<file path="src/logic/sched_consts.svh">
// issue scheduler sizing constants
// the ROB depth, the issue window and the index width are shared by the
// packages and every module of the scheduler

`ifndef SCHED_CONSTS_SVH
`define SCHED_CONSTS_SVH

// ==================================================
// reorder buffer
// ==================================================

// entries in the ROB, a power of two so that indices wrap by themselves
`define SCHED_ROB_ENTRIES 16

// bits needed to name one ROB entry
`define SCHED_NDX_W 4

// ==================================================
// issue window
// ==================================================

// only the oldest entries are searched for issue
`define SCHED_WINDOW_SIZE 8

`endif

</file>
<file path="src/logic/sched_issue_pkg.sv">
// issue-side types of the scheduler
// the unit class an entry needs and the offset of a window slot from the head

`default_nettype none

`include "sched_consts.svh"

package sched_issue_pkg;

	// execution class of an entry
	// alu goes to alu0 or alu1, fc to the flow control unit, mem to agen
	typedef enum logic [1:0] {
		UC_ALU = 2'd0,
		UC_FC  = 2'd1,
		UC_MEM = 2'd2
	} unit_class_t;

	// slot 0 is the head, higher slots are younger
	typedef logic [$clog2(`SCHED_WINDOW_SIZE)-1:0] win_slot_t;

endpackage

`default_nettype wire

</file>
<file path="src/logic/sched_rob_pkg.sv">
// ROB-side types of the scheduler
// entry indices, one-bit-per-entry masks and the entry record itself

`default_nettype none

`include "sched_consts.svh"

package sched_rob_pkg;

	// index of one ROB entry
	typedef logic [`SCHED_NDX_W-1:0] rob_ndx_t;

	// one bit per ROB entry, bit n belongs to entry n
	typedef logic [`SCHED_ROB_ENTRIES-1:0] rob_bitmask_t;

	// ==================================================
	// entry record, 7 bits
	// ==================================================

	typedef struct packed {
		logic                         valid;
		sched_issue_pkg::unit_class_t uclass;
		// alu entry that must not run on alu1
		logic                         alu0_only;
		logic                         args_ready;
		logic                         issued;
		logic                         done;
	} rob_entry_t;

endpackage

`default_nettype wire

</file>
<file path="src/logic/sched_rob_state.sv">
// ROB entry state for the issue scheduler
// holds the entries and the head and tail pointers, applies dispatch, wakeup,
// completion, issue marking and in-order retire each cycle, flush wins over all

`default_nettype none

`include "sched_consts.svh"

module sched_rob_state (
	input  logic                         clk,
	input  logic                         rst,
	input  logic                         flush_i,
	input  logic                         dispatch_valid_i,
	input  sched_issue_pkg::unit_class_t dispatch_class_i,
	input  logic                         dispatch_alu0_only_i,
	input  logic                         dispatch_args_ready_i,
	output logic                         dispatch_ready_o,
	output sched_rob_pkg::rob_ndx_t      dispatch_idx_o,
	input  logic                         wakeup_valid_i,
	input  sched_rob_pkg::rob_ndx_t      wakeup_idx_i,
	input  logic                         complete_valid_i,
	input  sched_rob_pkg::rob_ndx_t      complete_idx_i,
	input  sched_rob_pkg::rob_bitmask_t  issue_mask_i,
	output sched_rob_pkg::rob_entry_t    entries_o [`SCHED_ROB_ENTRIES],
	output sched_rob_pkg::rob_ndx_t      head_o,
	output logic                         retire_valid_o,
	output sched_rob_pkg::rob_ndx_t      retire_idx_o
);
	import sched_rob_pkg::*;

	rob_entry_t           entries [`SCHED_ROB_ENTRIES];
	rob_ndx_t             head;
	rob_ndx_t             tail;
	logic [`SCHED_NDX_W:0] count;
	logic                 dispatch_fire;
	logic                 retire_now;

	// full only when every entry holds a live instruction
	assign dispatch_ready_o = (count != `SCHED_ROB_ENTRIES);
	assign dispatch_fire    = dispatch_valid_i & dispatch_ready_o;
	assign retire_now       = entries[head].valid & entries[head].done;

	assign dispatch_idx_o = tail;
	assign head_o         = head;
	assign entries_o      = entries;

	// ==================================================
	// per-entry updates
	// ==================================================

	// the tail entry is never live when dispatch fires, so a new entry
	// cannot collide with a wakeup, completion or retire of the old one
	always_ff @(posedge clk) begin
		for (int i = 0; i < `SCHED_ROB_ENTRIES; i++) begin
			if (rst || flush_i) begin
				entries[i].valid <= 1'b0;
			end else if (dispatch_fire && rob_ndx_t'(i) == tail) begin
				entries[i].valid      <= 1'b1;
				entries[i].uclass     <= dispatch_class_i;
				entries[i].alu0_only  <= dispatch_alu0_only_i;
				entries[i].args_ready <= dispatch_args_ready_i;
				entries[i].issued     <= 1'b0;
				entries[i].done       <= 1'b0;
			end else begin
				if (wakeup_valid_i && rob_ndx_t'(i) == wakeup_idx_i) begin
					entries[i].args_ready <= 1'b1;
				end
				if (complete_valid_i && rob_ndx_t'(i) == complete_idx_i) begin
					entries[i].done <= 1'b1;
				end
				// marked on the same edge that registers the issue strobe
				if (issue_mask_i[i]) begin
					entries[i].issued <= 1'b1;
				end
				if (retire_now && rob_ndx_t'(i) == head) begin
					entries[i].valid <= 1'b0;
				end
			end
		end
	end

	// ==================================================
	// pointers, occupancy and retire pulse
	// ==================================================

	always_ff @(posedge clk) begin
		if (rst || flush_i) begin
			head           <= '0;
			tail           <= '0;
			count          <= '0;
			retire_valid_o <= 1'b0;
		end else begin
			// pointers wrap naturally at the ROB depth
			if (dispatch_fire) begin
				tail <= tail + 1'b1;
			end
			if (retire_now) begin
				head <= head + 1'b1;
			end
			count <= count + {{`SCHED_NDX_W{1'b0}}, dispatch_fire}
				- {{`SCHED_NDX_W{1'b0}}, retire_now};
			retire_valid_o <= retire_now;
		end
	end

	// only meaningful while retire_valid_o is high
	always_ff @(posedge clk) begin
		retire_idx_o <= head;
	end

endmodule

`default_nettype wire

</file>
<file path="src/logic/sched_window.sv">
// issue window of the scheduler
// lines up the oldest ROB entries from the head and works out, per slot,
// which unit may take the entry under the alu, fc and mem ordering rules

`default_nettype none

`include "sched_consts.svh"

module sched_window (
	input  sched_rob_pkg::rob_entry_t     entries_i [`SCHED_ROB_ENTRIES],
	input  sched_rob_pkg::rob_ndx_t       head_i,
	output sched_rob_pkg::rob_ndx_t       slot_ndx_o [`SCHED_WINDOW_SIZE],
	output logic [`SCHED_WINDOW_SIZE-1:0] alu_ok_o,
	output logic [`SCHED_WINDOW_SIZE-1:0] alu1_ok_o,
	output logic [`SCHED_WINDOW_SIZE-1:0] fc_ok_o,
	output logic [`SCHED_WINDOW_SIZE-1:0] mem_ok_o
);
	import sched_rob_pkg::*;
	import sched_issue_pkg::*;

	rob_entry_t                    slot_entry [`SCHED_WINDOW_SIZE];
	logic [`SCHED_WINDOW_SIZE-1:0] ready;
	logic [`SCHED_WINDOW_SIZE-1:0] fc_open;
	logic [`SCHED_WINDOW_SIZE-1:0] mem_open;
	logic [`SCHED_WINDOW_SIZE-1:0] older_fc_pend;
	logic [`SCHED_WINDOW_SIZE-1:0] older_mem_pend;

	always_comb begin
		win_slot_t off;
		for (int s = 0; s < `SCHED_WINDOW_SIZE; s++) begin
			off = win_slot_t'(s);
			slot_ndx_o[s] = rob_ndx_t'((head_i + off) % `SCHED_ROB_ENTRIES);
			slot_entry[s] = entries_i[slot_ndx_o[s]];
			ready[s] = slot_entry[s].valid & slot_entry[s].args_ready
				& ~slot_entry[s].issued & ~slot_entry[s].done;
			// an fc or mem entry holds back younger ones of its class until done
			fc_open[s] = slot_entry[s].valid & ~slot_entry[s].done
				& (slot_entry[s].uclass == UC_FC);
			mem_open[s] = slot_entry[s].valid & ~slot_entry[s].done
				& (slot_entry[s].uclass == UC_MEM);
		end

		// the window starts at the head, so every older entry is in a lower slot
		older_fc_pend[0]  = 1'b0;
		older_mem_pend[0] = 1'b0;
		for (int s = 1; s < `SCHED_WINDOW_SIZE; s++) begin
			older_fc_pend[s]  = older_fc_pend[s-1] | fc_open[s-1];
			older_mem_pend[s] = older_mem_pend[s-1] | mem_open[s-1];
		end

		for (int s = 0; s < `SCHED_WINDOW_SIZE; s++) begin
			alu_ok_o[s]  = ready[s] & (slot_entry[s].uclass == UC_ALU);
			alu1_ok_o[s] = alu_ok_o[s] & ~slot_entry[s].alu0_only;
			fc_ok_o[s]   = ready[s] & (slot_entry[s].uclass == UC_FC) & ~older_fc_pend[s];
			mem_ok_o[s]  = ready[s] & (slot_entry[s].uclass == UC_MEM) & ~older_mem_pend[s];
		end
	end

endmodule

`default_nettype wire

</file>
<file path="src/logic/sched_issue_select.sv">
// issue selector of the scheduler
// picks the oldest eligible window slot for alu0, alu1, fcu and agen, marks
// the picks in the ROB through issue_mask_o and registers the issue strobes

`default_nettype none

`include "sched_consts.svh"

module sched_issue_select (
	input  logic                          clk,
	input  logic                          rst,
	input  sched_rob_pkg::rob_ndx_t       slot_ndx_i [`SCHED_WINDOW_SIZE],
	input  logic [`SCHED_WINDOW_SIZE-1:0] alu_ok_i,
	input  logic [`SCHED_WINDOW_SIZE-1:0] alu1_ok_i,
	input  logic [`SCHED_WINDOW_SIZE-1:0] fc_ok_i,
	input  logic [`SCHED_WINDOW_SIZE-1:0] mem_ok_i,
	input  logic                          alu0_idle_i,
	input  logic                          alu1_idle_i,
	input  logic                          fcu_idle_i,
	input  logic                          agen_idle_i,
	output sched_rob_pkg::rob_bitmask_t   issue_mask_o,
	output sched_rob_pkg::rob_ndx_t       alu0_rndx_o,
	output sched_rob_pkg::rob_ndx_t       alu1_rndx_o,
	output sched_rob_pkg::rob_ndx_t       fcu_rndx_o,
	output sched_rob_pkg::rob_ndx_t       agen_rndx_o,
	output logic                          alu0_rndxv_o,
	output logic                          alu1_rndxv_o,
	output logic                          fcu_rndxv_o,
	output logic                          agen_rndxv_o
);
	import sched_rob_pkg::*;
	import sched_issue_pkg::*;

	logic                          alu0_hit;
	logic                          alu1_hit;
	logic                          fcu_hit;
	logic                          agen_hit;
	win_slot_t                     alu0_slot;
	win_slot_t                     alu1_slot;
	win_slot_t                     fcu_slot;
	win_slot_t                     agen_slot;
	logic [`SCHED_WINDOW_SIZE-1:0] alu1_req;

	// lowest requesting slot, which is the oldest entry
	function automatic win_slot_t oldest_slot(input logic [`SCHED_WINDOW_SIZE-1:0] req);
		win_slot_t slot;
		slot = '0;
		for (int s = `SCHED_WINDOW_SIZE - 1; s >= 0; s--) begin
			if (req[s]) begin
				slot = win_slot_t'(s);
			end
		end
		return slot;
	endfunction

	// ==================================================
	// per-unit priority search
	// ==================================================

	always_comb begin
		alu0_hit  = alu0_idle_i & (|alu_ok_i);
		alu0_slot = oldest_slot(alu_ok_i);

		// alu1 sees neither the alu0 pick nor any alu0-only entry
		alu1_req = alu1_ok_i;
		if (alu0_hit) begin
			alu1_req[alu0_slot] = 1'b0;
		end
		alu1_hit  = alu1_idle_i & (|alu1_req);
		alu1_slot = oldest_slot(alu1_req);

		fcu_hit   = fcu_idle_i & (|fc_ok_i);
		fcu_slot  = oldest_slot(fc_ok_i);
		agen_hit  = agen_idle_i & (|mem_ok_i);
		agen_slot = oldest_slot(mem_ok_i);
	end

	// the ROB marks these entries issued on the edge that raises the strobes
	always_comb begin
		issue_mask_o = '0;
		if (alu0_hit) begin
			issue_mask_o[slot_ndx_i[alu0_slot]] = 1'b1;
		end
		if (alu1_hit) begin
			issue_mask_o[slot_ndx_i[alu1_slot]] = 1'b1;
		end
		if (fcu_hit) begin
			issue_mask_o[slot_ndx_i[fcu_slot]] = 1'b1;
		end
		if (agen_hit) begin
			issue_mask_o[slot_ndx_i[agen_slot]] = 1'b1;
		end
	end

	// ==================================================
	// issue outputs
	// ==================================================

	always_ff @(posedge clk) begin
		if (rst) begin
			alu0_rndxv_o <= 1'b0;
			alu1_rndxv_o <= 1'b0;
			fcu_rndxv_o  <= 1'b0;
			agen_rndxv_o <= 1'b0;
			alu0_rndx_o  <= '0;
			alu1_rndx_o  <= '0;
			fcu_rndx_o   <= '0;
			agen_rndx_o  <= '0;
		end else begin
			alu0_rndxv_o <= alu0_hit;
			alu1_rndxv_o <= alu1_hit;
			fcu_rndxv_o  <= fcu_hit;
			agen_rndxv_o <= agen_hit;
			alu0_rndx_o  <= slot_ndx_i[alu0_slot];
			alu1_rndx_o  <= slot_ndx_i[alu1_slot];
			fcu_rndx_o   <= slot_ndx_i[fcu_slot];
			agen_rndx_o  <= slot_ndx_i[agen_slot];
		end
	end

endmodule

`default_nettype wire

</file>
<file path="src/logic/sched_top.sv">
// out-of-order issue scheduler for a 16-entry ROB
// joins the entry state, the oldest-first issue window and the per-unit
// selector for alu0, alu1, fcu and agen

`default_nettype none

`include "sched_consts.svh"

module sched_top (
	input  logic                         clk,
	input  logic                         rst,
	input  logic                         flush_i,
	input  logic                         dispatch_valid_i,
	input  sched_issue_pkg::unit_class_t dispatch_class_i,
	input  logic                         dispatch_alu0_only_i,
	input  logic                         dispatch_args_ready_i,
	output logic                         dispatch_ready_o,
	output sched_rob_pkg::rob_ndx_t      dispatch_idx_o,
	input  logic                         wakeup_valid_i,
	input  sched_rob_pkg::rob_ndx_t      wakeup_idx_i,
	input  logic                         complete_valid_i,
	input  sched_rob_pkg::rob_ndx_t      complete_idx_i,
	output logic                         retire_valid_o,
	output sched_rob_pkg::rob_ndx_t      retire_idx_o,
	input  logic                         alu0_idle_i,
	input  logic                         alu1_idle_i,
	input  logic                         fcu_idle_i,
	input  logic                         agen_idle_i,
	output sched_rob_pkg::rob_ndx_t      alu0_rndx_o,
	output sched_rob_pkg::rob_ndx_t      alu1_rndx_o,
	output sched_rob_pkg::rob_ndx_t      fcu_rndx_o,
	output sched_rob_pkg::rob_ndx_t      agen_rndx_o,
	output logic                         alu0_rndxv_o,
	output logic                         alu1_rndxv_o,
	output logic                         fcu_rndxv_o,
	output logic                         agen_rndxv_o
);
	import sched_rob_pkg::*;

	rob_entry_t                    entries [`SCHED_ROB_ENTRIES];
	rob_ndx_t                      head;
	rob_bitmask_t                  issue_mask;
	rob_ndx_t                      slot_ndx [`SCHED_WINDOW_SIZE];
	logic [`SCHED_WINDOW_SIZE-1:0] alu_ok;
	logic [`SCHED_WINDOW_SIZE-1:0] alu1_ok;
	logic [`SCHED_WINDOW_SIZE-1:0] fc_ok;
	logic [`SCHED_WINDOW_SIZE-1:0] mem_ok;
	logic                          alu0_go;
	logic                          alu1_go;
	logic                          fcu_go;
	logic                          agen_go;

	// nothing issues in a flush cycle, so no strobe follows a flush
	assign alu0_go = alu0_idle_i & ~flush_i;
	assign alu1_go = alu1_idle_i & ~flush_i;
	assign fcu_go  = fcu_idle_i & ~flush_i;
	assign agen_go = agen_idle_i & ~flush_i;

	sched_rob_state u_rob_state (
		.clk                   (clk),
		.rst                   (rst),
		.flush_i               (flush_i),
		.dispatch_valid_i      (dispatch_valid_i),
		.dispatch_class_i      (dispatch_class_i),
		.dispatch_alu0_only_i  (dispatch_alu0_only_i),
		.dispatch_args_ready_i (dispatch_args_ready_i),
		.dispatch_ready_o      (dispatch_ready_o),
		.dispatch_idx_o        (dispatch_idx_o),
		.wakeup_valid_i        (wakeup_valid_i),
		.wakeup_idx_i          (wakeup_idx_i),
		.complete_valid_i      (complete_valid_i),
		.complete_idx_i        (complete_idx_i),
		.issue_mask_i          (issue_mask),
		.entries_o             (entries),
		.head_o                (head),
		.retire_valid_o        (retire_valid_o),
		.retire_idx_o          (retire_idx_o)
	);

	sched_window u_window (
		.entries_i  (entries),
		.head_i     (head),
		.slot_ndx_o (slot_ndx),
		.alu_ok_o   (alu_ok),
		.alu1_ok_o  (alu1_ok),
		.fc_ok_o    (fc_ok),
		.mem_ok_o   (mem_ok)
	);

	sched_issue_select u_issue_select (
		.clk          (clk),
		.rst          (rst),
		.slot_ndx_i   (slot_ndx),
		.alu_ok_i     (alu_ok),
		.alu1_ok_i    (alu1_ok),
		.fc_ok_i      (fc_ok),
		.mem_ok_i     (mem_ok),
		.alu0_idle_i  (alu0_go),
		.alu1_idle_i  (alu1_go),
		.fcu_idle_i   (fcu_go),
		.agen_idle_i  (agen_go),
		.issue_mask_o (issue_mask),
		.alu0_rndx_o  (alu0_rndx_o),
		.alu1_rndx_o  (alu1_rndx_o),
		.fcu_rndx_o   (fcu_rndx_o),
		.agen_rndx_o  (agen_rndx_o),
		.alu0_rndxv_o (alu0_rndxv_o),
		.alu1_rndxv_o (alu1_rndxv_o),
		.fcu_rndxv_o  (fcu_rndxv_o),
		.agen_rndxv_o (agen_rndxv_o)
	);

endmodule

`default_nettype wire

</file>
<file path="config.mk">
export PLATFORM = sky130hd
export DESIGN_NAME = sched_top
export DESIGN_NICKNAME = d
export VERILOG_FILES = /design/src/logic/sched_issue_pkg.sv /design/src/logic/sched_rob_pkg.sv /design/src/logic/sched_rob_state.sv /design/src/logic/sched_window.sv /design/src/logic/sched_issue_select.sv /design/src/logic/sched_top.sv
export VERILOG_INCLUDE_DIRS = /design/src /design/src/logic
export SDC_FILE = /design/constraint.sdc
export NUM_CORES = 1
export LEC_CHECK = 0
export ABC_CLOCK_PERIOD_IN_PS = 6000
export BUFFER_PORTS_ARGS = -buffer_cell sky130_fd_sc_hd__buf_2
export CELL_PAD_IN_SITES_DETAIL_PLACEMENT = 1
export CELL_PAD_IN_SITES_GLOBAL_PLACEMENT = 1
export CORE_ASPECT_RATIO = 0.8
export CORE_MARGIN = 4
export CORE_UTILIZATION = 30
export CTS_BUF_LIST = sky130_fd_sc_hd__clkbuf_8
export DETAILED_ROUTE_END_ITERATION = 16
export GPL_TIMING_DRIVEN = 0
export PLACE_DENSITY = 0.52
export SLEW_MARGIN = 20
export SYNTH_ARGS = -nofsm -noshare
export SYNTH_HDL_FRONTEND = slang
export SYNTH_SLANG_ARGS = --single-unit
export TNS_END_PERCENT = 20
</file>
<file path="constraint.sdc">
create_clock -name clk -period 6 [get_ports clk]
set_input_delay 1.2 -clock clk [delete_from_list [all_inputs] [get_ports clk]]
set_output_delay 1.2 -clock clk [all_outputs]
set_load 0.02 [all_outputs]
</file>
* Word-level counts from Yosys, hierarchy flattened *
Cells that the tools add are included.

word-level totals
  flip-flop bits (word level) = 150
  bits in latches = 0
  bits in writable memories = 0
  memory bits (read-only) = 0
  logic and storage cells = 782
  memories kept = 0

operators by class
  add/subtract/negate cells = 11
  multiply operators = 0
  divide/modulo/power cells = 0
  order comparisons = 22
  equal/unequal tests = 77
  shifts and indexed selects = 0
  multiplexer cells = 179
  bitwise logic cells = 170
  reductions and logical operators = 214

operators with widths
  operator                                                                       count
  7-bit binary-select mux with 4-bit select                                      8
  3-bit 2-to-1 mux                                                               48
  4-bit == test (first input constant)                                           32
  2-bit AND reduction                                                            64
  2-bit nonzero test                                                             64
  7-bit 2-to-1 mux                                                               16
  1-bit AND                                                                      101
  1-bit 2-to-1 mux                                                               85
  1-bit logical AND                                                              69
  3-bit by 4-bit == test with 1-bit output (first input constant)                16
  16-bit 2-to-1 mux                                                              4
  4-bit binary-select mux with 3-bit select                                      4
  16-bit OR                                                                      3
  5-bit >= comparator (second input constant)                                    8
  1-bit NOT                                                                      40
  4-bit NOT with 5-bit output                                                    8
  2-bit by 4-bit == test with 1-bit output (first input constant)                8
  4-bit 2-to-1 mux                                                               8
  8-bit OR reduction                                                             4
  4-bit by 5-bit less-than comparator with 1-bit output (second input constant)  4
  4-bit by 3-bit adder with 4-bit output (second input constant)                 4
  1-bit demux with 4-bit select                                                  4
  1-bit by 4-bit == test with 1-bit output (first input constant)                4
  2-bit by 1-bit == test with 1-bit output (second input constant)               8
  19 further kinds                                                               59

* Depth between registers and ports, before layout *
Gate-level depths: netlist of the first run.

  depth in word-level cells = 48
  mapped depth = 25

* By module *
Synthesis of the first run repeated with hierarchy kept, for this count alone.

unflattened totals
  cells, all modules = 1299
  area, all modules = 13132.6 um^2

modules (own cells, without submodules)
  module              instances  cells an instance  area an instance (um^2)  seq. area each (um^2)
  sched_rob_state     1          450                5376.4                   3563.4
  sched_window        1          451                4788.3                   0.0
  sched_issue_select  1          394                2942.8                   400.4
  sched_top           1          4                  25.0                     0.0

* Worst setup path after synthesis of the first run *
OpenSTA, ideal clock, no wires.

  path type = register -> register
  start point = register u_rob_state.head[0], in the netlist u_rob_state.head_o[0]
  end point = register, netlist name u_rob_state.entries_o[1]
  data arrival time = 5.862 ns
  required time = 5.680 ns
  setup slack = -0.182 ns
  stages on the path, launching flop included = 23
  clock period less this slack = 6.182 ns
  path through = dfxtp_1 > buf_2 > buf_6 > buf_2 > inv_2 > buf_1 > ha_1 > buf_2 > buf_2 > buf_2 > clkbuf_1 > buf_1 > mux4_2 > mux4_2 > inv_1 > nand4_1 > a21o_1 > a32oi_2 > and2_4 > mux4_2 > a2111oi_4 > nand2_1 > o31ai_1

RTL lines
  item                    line                   text
  from (decl)             sched_rob_state.sv:32  rob_ndx_t head;
  from (signal assigned)  sched_rob_state.sv:98  head <= head + 1'b1;

==> results.md, run 1 <==
* Total Wirelength at 58600 um
* Net switching power at 0.000633 W
* Switching Share at 29.2%
* Clk sinks at 150
* Final GP Congestion at 0.946
* Pwr Density at 141 nW/um^2
* Synth area leader: edfxtp_1
* Hold Vio Cnt, Final at 0
* Sequential cell area at 3970 um^2
* Setup violations, final at 0
* Worst Setup End Kind: flop
* Worst slew pin tran at 1.14 ns
* Post-route ant nets at 0
* Startpoint Class: flop
* Tot GR Track Use at 25.2%
* Cts-stage hold buffer count at 0
* Crit Path Category: reg -> reg
* Worst R2R End: u_rob_state.entries_o[36]
* TNS Setup at 0 ns
* Hold Path End: u_rob_state.retire_idx_o[0]
* Seq cells post-synth at 150
* Syn_nets at 1289
* Fill cell count at 4700
* Worst R2R Path Depth at 23
* Flop pwr share at 51.1%
* Worst min path class: reg -> reg
* Max_cap viols at 0
* Yosys cell types at 94
* Ant. Diodes at 0
* Synth top area cells: edfxtp_1 (23%), mux4_2 (18%), dfxtp_1 (8.5%)
* Status: completed
* DIE AREA at 45700 um^2
* TritonRoute pass-1 iters at 6
* Required @ worst endpoint at 6.21 ns
* CTS Buffer Depth at 2
* Sequential-to-total area share from yosys stat at 31.2%
* Vias/cell at 6.24
* Overflow after GRT at 0
* Layout cell share with drive strength beyond 1 at 31.4%
* Commonest non-fill, non-tap cell in the layout: mux4_2
* Async S/R FF share, synth at 0%
* Placed cell area at 13700 um^2
* Clk_lat worst skew at 0.51 ns
* Die X-Extent at 238 um
* Worst hold path stage count at 0
* Synth Flop Type: edfxtp_1
* Clock Skews at 0.0187 ns
* Int Power at 0.00153 W
* Clock network fraction of total power at 39.3%
* Num CTS Buffers at 17
* Most frequent cells in the layout: mux4_2 (103), edfxtp_1 (96), nand2_1 (84)
* I/O pins at 52
* Area delta synth->final at 21.1%
* Yosys top cell area share at 22.7%
* Critical path arrival at 6.08 ns
* Synth Cell Area at 12700 um^2
* Placed insts at 1844
* Detail Placement HPWL at 44400 um
* Max Clk Rate at 170 MHz
* Rows at 67
* Worst Path Max Fanout at 12
* CTS tree: built
* Final Critical Period at 5.87 ns
* Post-synthesis average cell area at 10.2 um^2
* DRC Markers at 0
* Footprint of the multi-input gates at 8990 um^2
* Initial antenna violation count at 0
* Cells after Synth at 1242
* Synth warn at 0
* Non-filler cells in the finished layout at 1916
* Min-delay src: u_rob_state.head_o[0]
* Final #Nets at 1398
* First-pass GRT wire length at 83400 um
* Routed vias at 12000
* Wirelength per Cell at 30.6 um
* Relative slew slack at 23.6%
* Final period utilization at 97.8%
* CTS clock-pin slew for the worst setup and hold paths at 0.09 ns
* Max Slew Vio Count at 0
* Worst reg2reg startpoint: u_rob_state.head_o[0]
* Design area at 15400 um^2
* Vias in the first global route at 11700
* Post-synth EDFFs at 96
* Max H-tree Level at 4
* Final core utilization at 36.7%
* Flop-to-flop setup slack at 0.13 ns
* Clk root buf: clkbuf_8
* Max rail drop VDD at 175 uV
* Largest net degree at the start of global routing at 17
* Port bufs at 50
* Initial Utilization at 30.3%
* Leakage power at 5.13 nW
* Logic gate share of total power at 9.6%
* Core area at 41800 um^2
* Iter 0 DRT Violations at 1404
* Die Y at 192 um
sequential cells by signal, summed over array words and instances (netlist names), 4 cells and up:
signal and count:
u_rob_state.dispatch_idx_o 4, u_issue_select.alu0_rndx_o 4, u_rob_state.head_o 4, u_rob_state.retire_idx_o 4
u_rob_state.count 5, u_rob_state.entries_o 112, u_issue_select.agen_rndx_o 4, u_issue_select.alu1_rndx_o 4
u_issue_select.fcu_rndx_o 4
how the worst max path moves through the flow:
| stage | slack (ns) | startpoint | end |
|---|---|---|---|
| 3_5_place_dp | -2.63 | u_rob_state.head_o[0] | u_rob_state.entries_o[29] |
| 2_1_floorplan | 0.04 | u_rob_state.head_o[0] | u_rob_state.entries_o[1] |
| 5_1_grt | -0.05 | u_rob_state.head_o[0] | u_rob_state.entries_o[92] |
| 6_report | 0.13 | u_rob_state.head_o[0] | u_rob_state.entries_o[36] |
| 4_1_cts | 0.02 | u_rob_state.head_o[0] | u_rob_state.entries_o[71] |
| 3_3_place_gp | -2.66 | u_rob_state.head_o[0] | u_rob_state.entries_o[29] |
Yosys cell counts, types with 16 or more instances:
master,instances
nand4_1,23
mux2i_1,19
edfxtp_1,96
nor4bb_1,28
nor2b_1,29
dfxtp_1,54
and3_1,16
clkbuf_1,31
buf_2,24
inv_1,33
nor2_1,81
ha_1,24
nor3_1,29
nand2_1,85
a21oi_1,75
xnor2_1,21
o21ai_0,21
nand2b_1,34
o31ai_1,32
mux4_2,103
nand3_1,61
nor4_1,20
or2_2,25
critical path, stage by stage, from the launching register on:
cell and delay, ns:
dfxtp_4 0.38, buf_8 0.14, buf_12 0.15, buf_12 0.15, inv_6 0.13, buf_12 0.19, ha_4 0.26, buf_4 0.16
nor4bb_2 0.17, nor4_2 0.53, nor4_2 0.14, nor4_2 0.61, or3_1 0.24, o211ai_1 0.13, buf_4 0.16, o21ai_1 0.12
a32o_2 0.24, and2_4 0.17, mux4_2 0.52, a2111oi_4 0.34, buf_6 0.18, buf_4 0.13, and2_1 0.14, a31o_1 0.18
kinds of logic after synthesis:
logic type / Yosys count / share of synthesized area (%)
xor gates and xnor gates: 36 / 2.60
adders and majority gates: 25 / 2.52
AOI/OAI and AO/OA: 254 / 14.4
muxes: 133 / 20.8
buffers and inverters: 109 / 3.87
and+or+nand+nor: 535 / 24.7
DFF: 150 / 31.2
metal layers:
layer / global-route usage (%) / vias up / part of all wire [%] / wire, um
li1: - / 5153 / - / -
met1: 38.0 / 6239 / 48 / 27900
met2: 36.7 / 518 / 43 / 24900
met3: 5.87 / 52 / 8.6 / 5050
met4: 5.30 / 0 / 1.3 / 788
met5: 0 / - / 0 / 0
final cells by class:
type | count | share of cell area [%]
tap | 552 | 4.49
sequential | 150 | 25.9
clock buffer | 18 | 1.61
multi-input combinational | 983 | 58.5
timing repair buffer | 95 | 4.24
buffer | 69 | 3.30
inverter | 35 | 0.953
clock inverter | 14 | 1.03
power by group through the flow:
stage / Sequential, W / Combinational, W / Clock, W
2_1_floorplan: 0.00113 / 0.000112 / 0
3_3_place_gp: 0.00113 / 0.000184 / 0
3_5_place_dp: 0.00113 / 0.000186 / 0
4_1_cts: 0.00111 / 0.000196 / 0.000863
5_1_grt: 0.00111 / 0.000224 / 0.000914
6_report: 0.00111 / 0.000207 / 0.000851
what timing repair did:
| item | CTS | global route |
|---|---|---|
| buffers inserted | 18 | 25 |
| endpoints found under the setup margin | 36 | 17 |
| pin swaps | 14 | 20 |
| gates cloned | 0 | 2 |
| gates resized for setup | 108 | 81 |
| hold endpoints to repair | 0 | 0 |
through the flow:
step	hold slack, ns	worst slack, ns	power (W)
after detailed placement	0.407	-2.63	0.00132
after CTS	0.404	0.0203	0.00217
after floorplan	0.369	0.0369	0.00124
after global placement	0.405	-2.66	0.00132
final	0.420	0.129	0.00217
after global routing	0.429	-0.0488	0.00225
(Power assumes the default switching activity.)
==> inputs of run 2 (changes only) <==
--- a/config.mk
+++ b/config.mk
@@ -9,4 +9,5 @@
 export ABC_CLOCK_PERIOD_IN_PS = 6000
 export BUFFER_PORTS_ARGS = -buffer_cell sky130_fd_sc_hd__buf_2
+export CAP_MARGIN = 20
 export CELL_PAD_IN_SITES_DETAIL_PLACEMENT = 1
 export CELL_PAD_IN_SITES_GLOBAL_PLACEMENT = 1
@@ -14,5 +15,4 @@
 export CORE_MARGIN = 4
 export CORE_UTILIZATION = 30
-export CTS_BUF_LIST = sky130_fd_sc_hd__clkbuf_8
 export DETAILED_ROUTE_END_ITERATION = 16
 export GPL_TIMING_DRIVEN = 0
==> constraint.sdc (replaced) <==
create_clock -name clk -period 6 [get_ports clk]
set_input_delay 1.2 -clock clk [delete_from_list [all_inputs] [get_ports clk]]
set_output_delay 1.2 -clock clk [all_outputs]
set_load 0.05 [all_outputs]
==> run 2 against run 1 <==
Critical path depth is 1 lower. Non-clock buffer count is 2 lower. Via count is 0.80% higher. Largest cell class unchanged. Largest power group is now the clock network.
==> results.md, run 2 (synthesis gave the netlist of run 1 again) <==
* Wirelength per Cell at 30.7 um
* Most frequent cells in the layout: mux4_2 (103), edfxtp_1 (96), nand2_1 (84)
* Detail Placement HPWL at 44400 um
* Rows at 67
* First-pass GRT wire length at 84000 um
* Die Y at 192 um
* Port bufs at 50
* Relative slew slack at 23.7%
* Pwr Density at 159 nW/um^2
* Max rail drop VDD at 142 uV
* RSZ-0062 raised after global routing: yes
* Sequential cell area at 3970 um^2
* Num CTS Buffers at 17
* Flop-to-flop setup slack at 0.11 ns
* CP bufs+invs at 11
* Clk_lat worst skew at 0.46 ns
* Status: completed
* DIE AREA at 45700 um^2
* Vias/cell at 6.30
* CTS clock-pin slew for the worst setup and hold paths at 0.07 ns
* TritonRoute pass-1 iters at 5
* DRC Markers at 0
* Max Clk Rate at 170 MHz
* Largest net degree at the start of global routing at 17
* Slowest cell delay on critical path at 0.60 ns
* Initial Utilization at 30.3%
* Area delta synth->final at 21.8%
* Tot GR Track Use at 25.3%
* Commonest non-fill, non-tap cell in the layout: mux4_2
* Clk sinks at 150
* Min-delay src: u_rob_state.head_o[0]
* Die X-Extent at 238 um
* Design area at 15500 um^2
* Hold Path End: u_rob_state.retire_idx_o[0]
* CP cell instances: buf_6, buf_8, buf_12, inv_4, buf_8, ha_4, buf_8, buf_12, buf_12, mux4_2, mux4_2, buf_4, nor3_2, a211oi_4, o211a_1, o2bb2ai_4, buf_4, nor4_4, buf_4, nor3_4, a222oi_1, o31ai_1
* Worst R2R Path Depth at 22
* Setup violations, final at 0
* Final Critical Period at 5.89 ns
* Iter 0 DRT Violations at 1242
* Post-route ant nets at 0
* Final period utilization at 98.2%
* Overflow after GRT at 0
* Hold Vio Cnt, Final at 0
* Worst slew pin tran at 1.13 ns
* Worst hold path stage count at 0
* CTS Buffer Depth at 2
* Non-filler cells in the finished layout at 1915
* Largest register FFs at 112
* Footprint of the multi-input gates at 8980 um^2
* Leakage power at 5.16 nW
* Clock Skews at 0.0144 ns
* I/O pins at 52
* Final GP Congestion at 0.946
* Required @ worst endpoint at 6.18 ns
* Max_cap viols at 0
* Total Wirelength at 58800 um
* Worst min path class: reg -> reg
* Vias in the first global route at 11700
* Worst reg2reg startpoint: u_rob_state.head_o[0]
* Fill cell count at 4685
* Worst Path Max Fanout at 12
* Placed cell area at 13700 um^2
* CTS tree: built
* Startpoint Class: flop
* Clk root buf: clkbuf_16
* Core area at 41800 um^2
* Worst R2R End: u_rob_state.entries_o[50]
* Routed vias at 12100
* Worst Setup End Kind: flop
* Max Slew Vio Count at 0
* Slowest-stage cell, CP: mux4_2
* Final #Nets at 1396
* Crit Path Category: reg -> reg
* Placed insts at 1844
* TNS Setup at 0 ns
* Cts-stage hold buffer count at 0
* Top delay family on crit path: buffers and inverters
* Max H-tree Level at 4
* Critical path arrival at 6.07 ns
* Layout cell share with drive strength beyond 1 at 31.3%
* Initial antenna violation count at 0
==> run 2: changes by cell type in the layout (fill, tap and decap cells not counted), sizes merged <==
cell	previous run	this run
diode	0	1
buf	132	136
clkbuf	50	44
==> run 2: cell type report <==
type / count / share of cell area (%)
clock buffer: 18 / 2.84
clock inverter: 14 / 1.02
timing repair buffer: 93 / 3.89
antenna: 1 / 0.0162
buffer: 69 / 3.04
tap: 552 / 4.47
multi-input combinational: 983 / 58.1
sequential: 150 / 25.7
inverter: 35 / 0.915
==> run 2: how the worst max path moves through the flow <==
stage,start,to,slack [ns],depth (start not counted)
after global routing,u_rob_state.head_o[3],u_rob_state.entries_o[99],-0.04,18
after global placement,u_rob_state.head_o[0],u_rob_state.entries_o[29],-2.66,22
after detailed placement,u_rob_state.head_o[0],u_rob_state.entries_o[29],-2.63,22
final,u_rob_state.head_o[0],u_rob_state.entries_o[50],0.11,22
after CTS,u_rob_state.head_o[0],u_rob_state.entries_o[15],0.0005,21
after floorplan,u_rob_state.head_o[0],u_rob_state.entries_o[1],0.04,21
==> run 2: report_power, final <==
| part | leakage [nW] | internal, W | switching, W |
|---|---|---|---|
| Clock | 0.290 | 0.000603 | 0.000531 |
| Sequential | 1.41 | 0.00110 | 0.00000882 |
| Combinational | 3.46 | 0.0000729 | 0.000138 |
| Total | 5.16 | 0.00177 | 0.000677 |
==> run 2: what timing repair did <==
| action | CTS | global route |
|---|---|---|
| setup buffers | 18 | 25 |
| pin swaps | 16 | 19 |
| endpoints found under the setup margin | 36 | 17 |
| resized for setup | 105 | 72 |
==> run 2: metal layers <==
metal | global-route usage (%) | routed length, um | part of all wire, %
met1 | 38.4 | 28400 | 48
met2 | 36.5 | 24400 | 42
met3 | 5.60 | 4600 | 7.8
met4 | 6.13 | 1380 | 2.3
met5 | 0 | 0 | 0
==> run 2: stage by stage <==
stage / hold slack [ns] / total power, W / utilization [%] / setup slack, ns
final: 0.408 / 0.00245 / 36.9 / 0.110
after detailed placement: 0.407 / 0.00132 / 32.7 / -2.63
after floorplan: 0.369 / 0.00125 / - / 0.0369
after global routing: 0.418 / 0.00253 / 36.9 / -0.0449
after CTS: 0.406 / 0.00245 / 35.5 / 0.000543
after global placement: 0.405 / 0.00132 / 32.6 / -2.66
==> inputs of run 3 (changes only) <==
CORE_UTILIZATION = 45   (was 30)
PLACE_DENSITY = 0.74   (was 0.52)
==> run 3 against run 2 <==
The run now ends with negative setup slack left. Worst setup slack lost 0.20 ns. Via count rose by 5.1%. Non-clock buffer count decreased by 4. Sequential power about the same. Sequential share of layout area is 0.57 points higher. Final cell count shrank 10%. Register-to-register slack lost 0.20 ns. Clock power decreased by 6%. Total power down 3.0%. Die area down 32%. Global-route usage grew 9.8 points.
==> results.md, run 3 (synthesis gave the netlist of run 1 again) <==
* Ant. Diodes at 0
* Max H-tree Level at 4
* Vias/cell at 7.35
* Initial Utilization at 46.2%
* Rows at 54
* CTS tree: built
* Routed vias at 12700
* Area delta synth->final at 19.0%
* Critical path arrival at 6.27 ns
* Hold Vio Cnt, Final at 0
* Max Slew Vio Count at 0
* Final period utilization at 101%
* Final GP Congestion at 1.04
* Port bufs at 50
* Final #Nets at 1393
* Clock Skews at 0.0132 ns
* Place WS at -2.50 ns
* Setup violations, final at 5
* Status: finished with violations
* Clk_lat worst skew at 0.45 ns
* Pwr Density at 157 nW/um^2
* Post-route ant nets at 0
* I/O pins at 52
* Overflow after GRT at 0
* Die X-Extent at 196 um
* Worst min path class: reg -> reg
* Tot GR Track Use at 35.2%
* Failing checks: negative setup slack
* Initial antenna violation count at 0
* Core area at 27500 um^2
* TritonRoute pass-1 iters at 9
* Startpoint Class: flop
* Clk sinks at 150
* Max rail drop VDD at 237 uV
* Max_cap viols at 0
* Cts-stage hold buffer count at 0
* Largest net degree at the start of global routing at 17
* TNS Setup at -0.163 ns
* Relative slew slack at 12.5%
* CTS Buffer Depth at 2
* Post-route setup slack at -0.0857 ns
* Crit Path Category: reg -> reg
* Largest register FFs at 112
* First-pass GRT wire length at 80700 um
* Required @ worst endpoint at 6.18 ns
* DRC Markers at 0
* Fill cell count at 2980
* CTS clock-pin slew for the worst setup and hold paths at 0.07 ns
* Final Critical Period at 6.09 ns
* Wirelength per Cell at 32.7 um
* Layout cell share with drive strength beyond 1 at 30.2%
* Vias in the first global route at 12500
* Total Wirelength at 56300 um
* Final core utilization at 54.9%
* Iter 0 DRT Violations at 1958
* Tot Pwr at 0.00238 W
* Max Clk Rate at 164 MHz
* RSZ-0062 raised after global routing: yes
* Worst slew pin tran at 1.30 ns
* Die Y at 158 um
* DIE AREA at 31000 um^2
* Detail Placement HPWL at 40700 um
* Clk root buf: clkbuf_16
* Leakage power at 5.15 nW
* Commonest non-fill, non-tap cell in the layout: mux4_2
* Num CTS Buffers at 17
* Worst Path Max Fanout at 14
* Most frequent cells in the layout: mux4_2 (103), edfxtp_1 (96), nand2_1 (85)
* Worst Setup End Kind: flop
==> run 3: what timing repair did <==
action                                  4_1_cts  5_1_grt
endpoints found under the setup margin       36       17
pin swaps                                    15       18
cloned                                        1        0
resized for setup                            84       69
buffers inserted                             15       23
==> run 3: power breakdown <==
part / switching, W / internal (W) / total [W]
Clock: 0.000497 / 0.000566 / 0.00106
Combinational: 0.000136 / 0.0000711 / 0.000207
Sequential: 0.00000888 / 0.00110 / 0.00111
Total: 0.000643 / 0.00174 / 0.00238
==> run 3: metrics by stage <==
stage                     hold slack, ns  cells  cell area (um^2)
after floorplan                    0.369   1242             12700
after CTS                          0.462   1699             14500
final                              0.428   1723             15100
after global routing               0.441   1723             15100
after global placement             0.451   1656             13400
after detailed placement           0.451   1656             13400
==> run 3: area by class of cell <==
| class | count | area, um^2 | share of cell area (%) |
|---|---|---|---|
| Multi-Input combinational cell | 984 | 8950 | 59.3 |
| Sequential cell | 150 | 3970 | 26.3 |
| Timing Repair Buffer | 89 | 597 | 3.95 |
| Tap cell | 364 | 455 | 3.01 |
| Clock buffer | 19 | 454 | 3.01 |
| Buffer | 69 | 430 | 2.85 |
| Inverter | 35 | 138 | 0.911 |
| Clock inverter | 13 | 108 | 0.712 |
==> run 3: worst max-delay path: stages, from the launching register on <==
cell and delay, ns:
dfxtp_2 0.51, inv_1 0.28, clkbuf_4 0.37, ha_2 0.52
clkbuf_2 0.45, nor2_1 0.15, nand3_1 0.11, o31ai_1 0.15
o21ai_1 0.53, a21o_1 0.31, o211ai_1 0.15, buf_4 0.19
a2111oi_2 0.38, nor2_1 0.15, o2bb2ai_4 0.18, o31ai_4 0.51
a21oi_2 0.16, a222oi_1 0.56, o31ai_2 0.17
==> run 3: layer usage <==
| layer | track usage, % | share of wire [%] | vias to the layer above |
|---|---|---|---|
| li1 | - | - | 5139 |
| met1 | 47.9 | 40 | 6445 |
| met2 | 52.8 | 44 | 921 |
| met3 | 12.3 | 13 | 167 |
| met4 | 11.9 | 3.5 | 0 |
| met5 | 0 | 0 | - |
==> run 3: path summary, 6_finish.rpt <==
kind                         start                     endpoint  slack (ns)  cells after the start
min reg2reg  u_rob_state.head_o[1]  u_rob_state.retire_idx_o[1]        0.43                      0
max reg2reg  u_rob_state.head_o[2]     u_rob_state.entries_o[1]       -0.09                     18
max          u_rob_state.head_o[2]     u_rob_state.entries_o[1]       -0.09                     18
min          u_rob_state.head_o[1]  u_rob_state.retire_idx_o[1]        0.43                      0
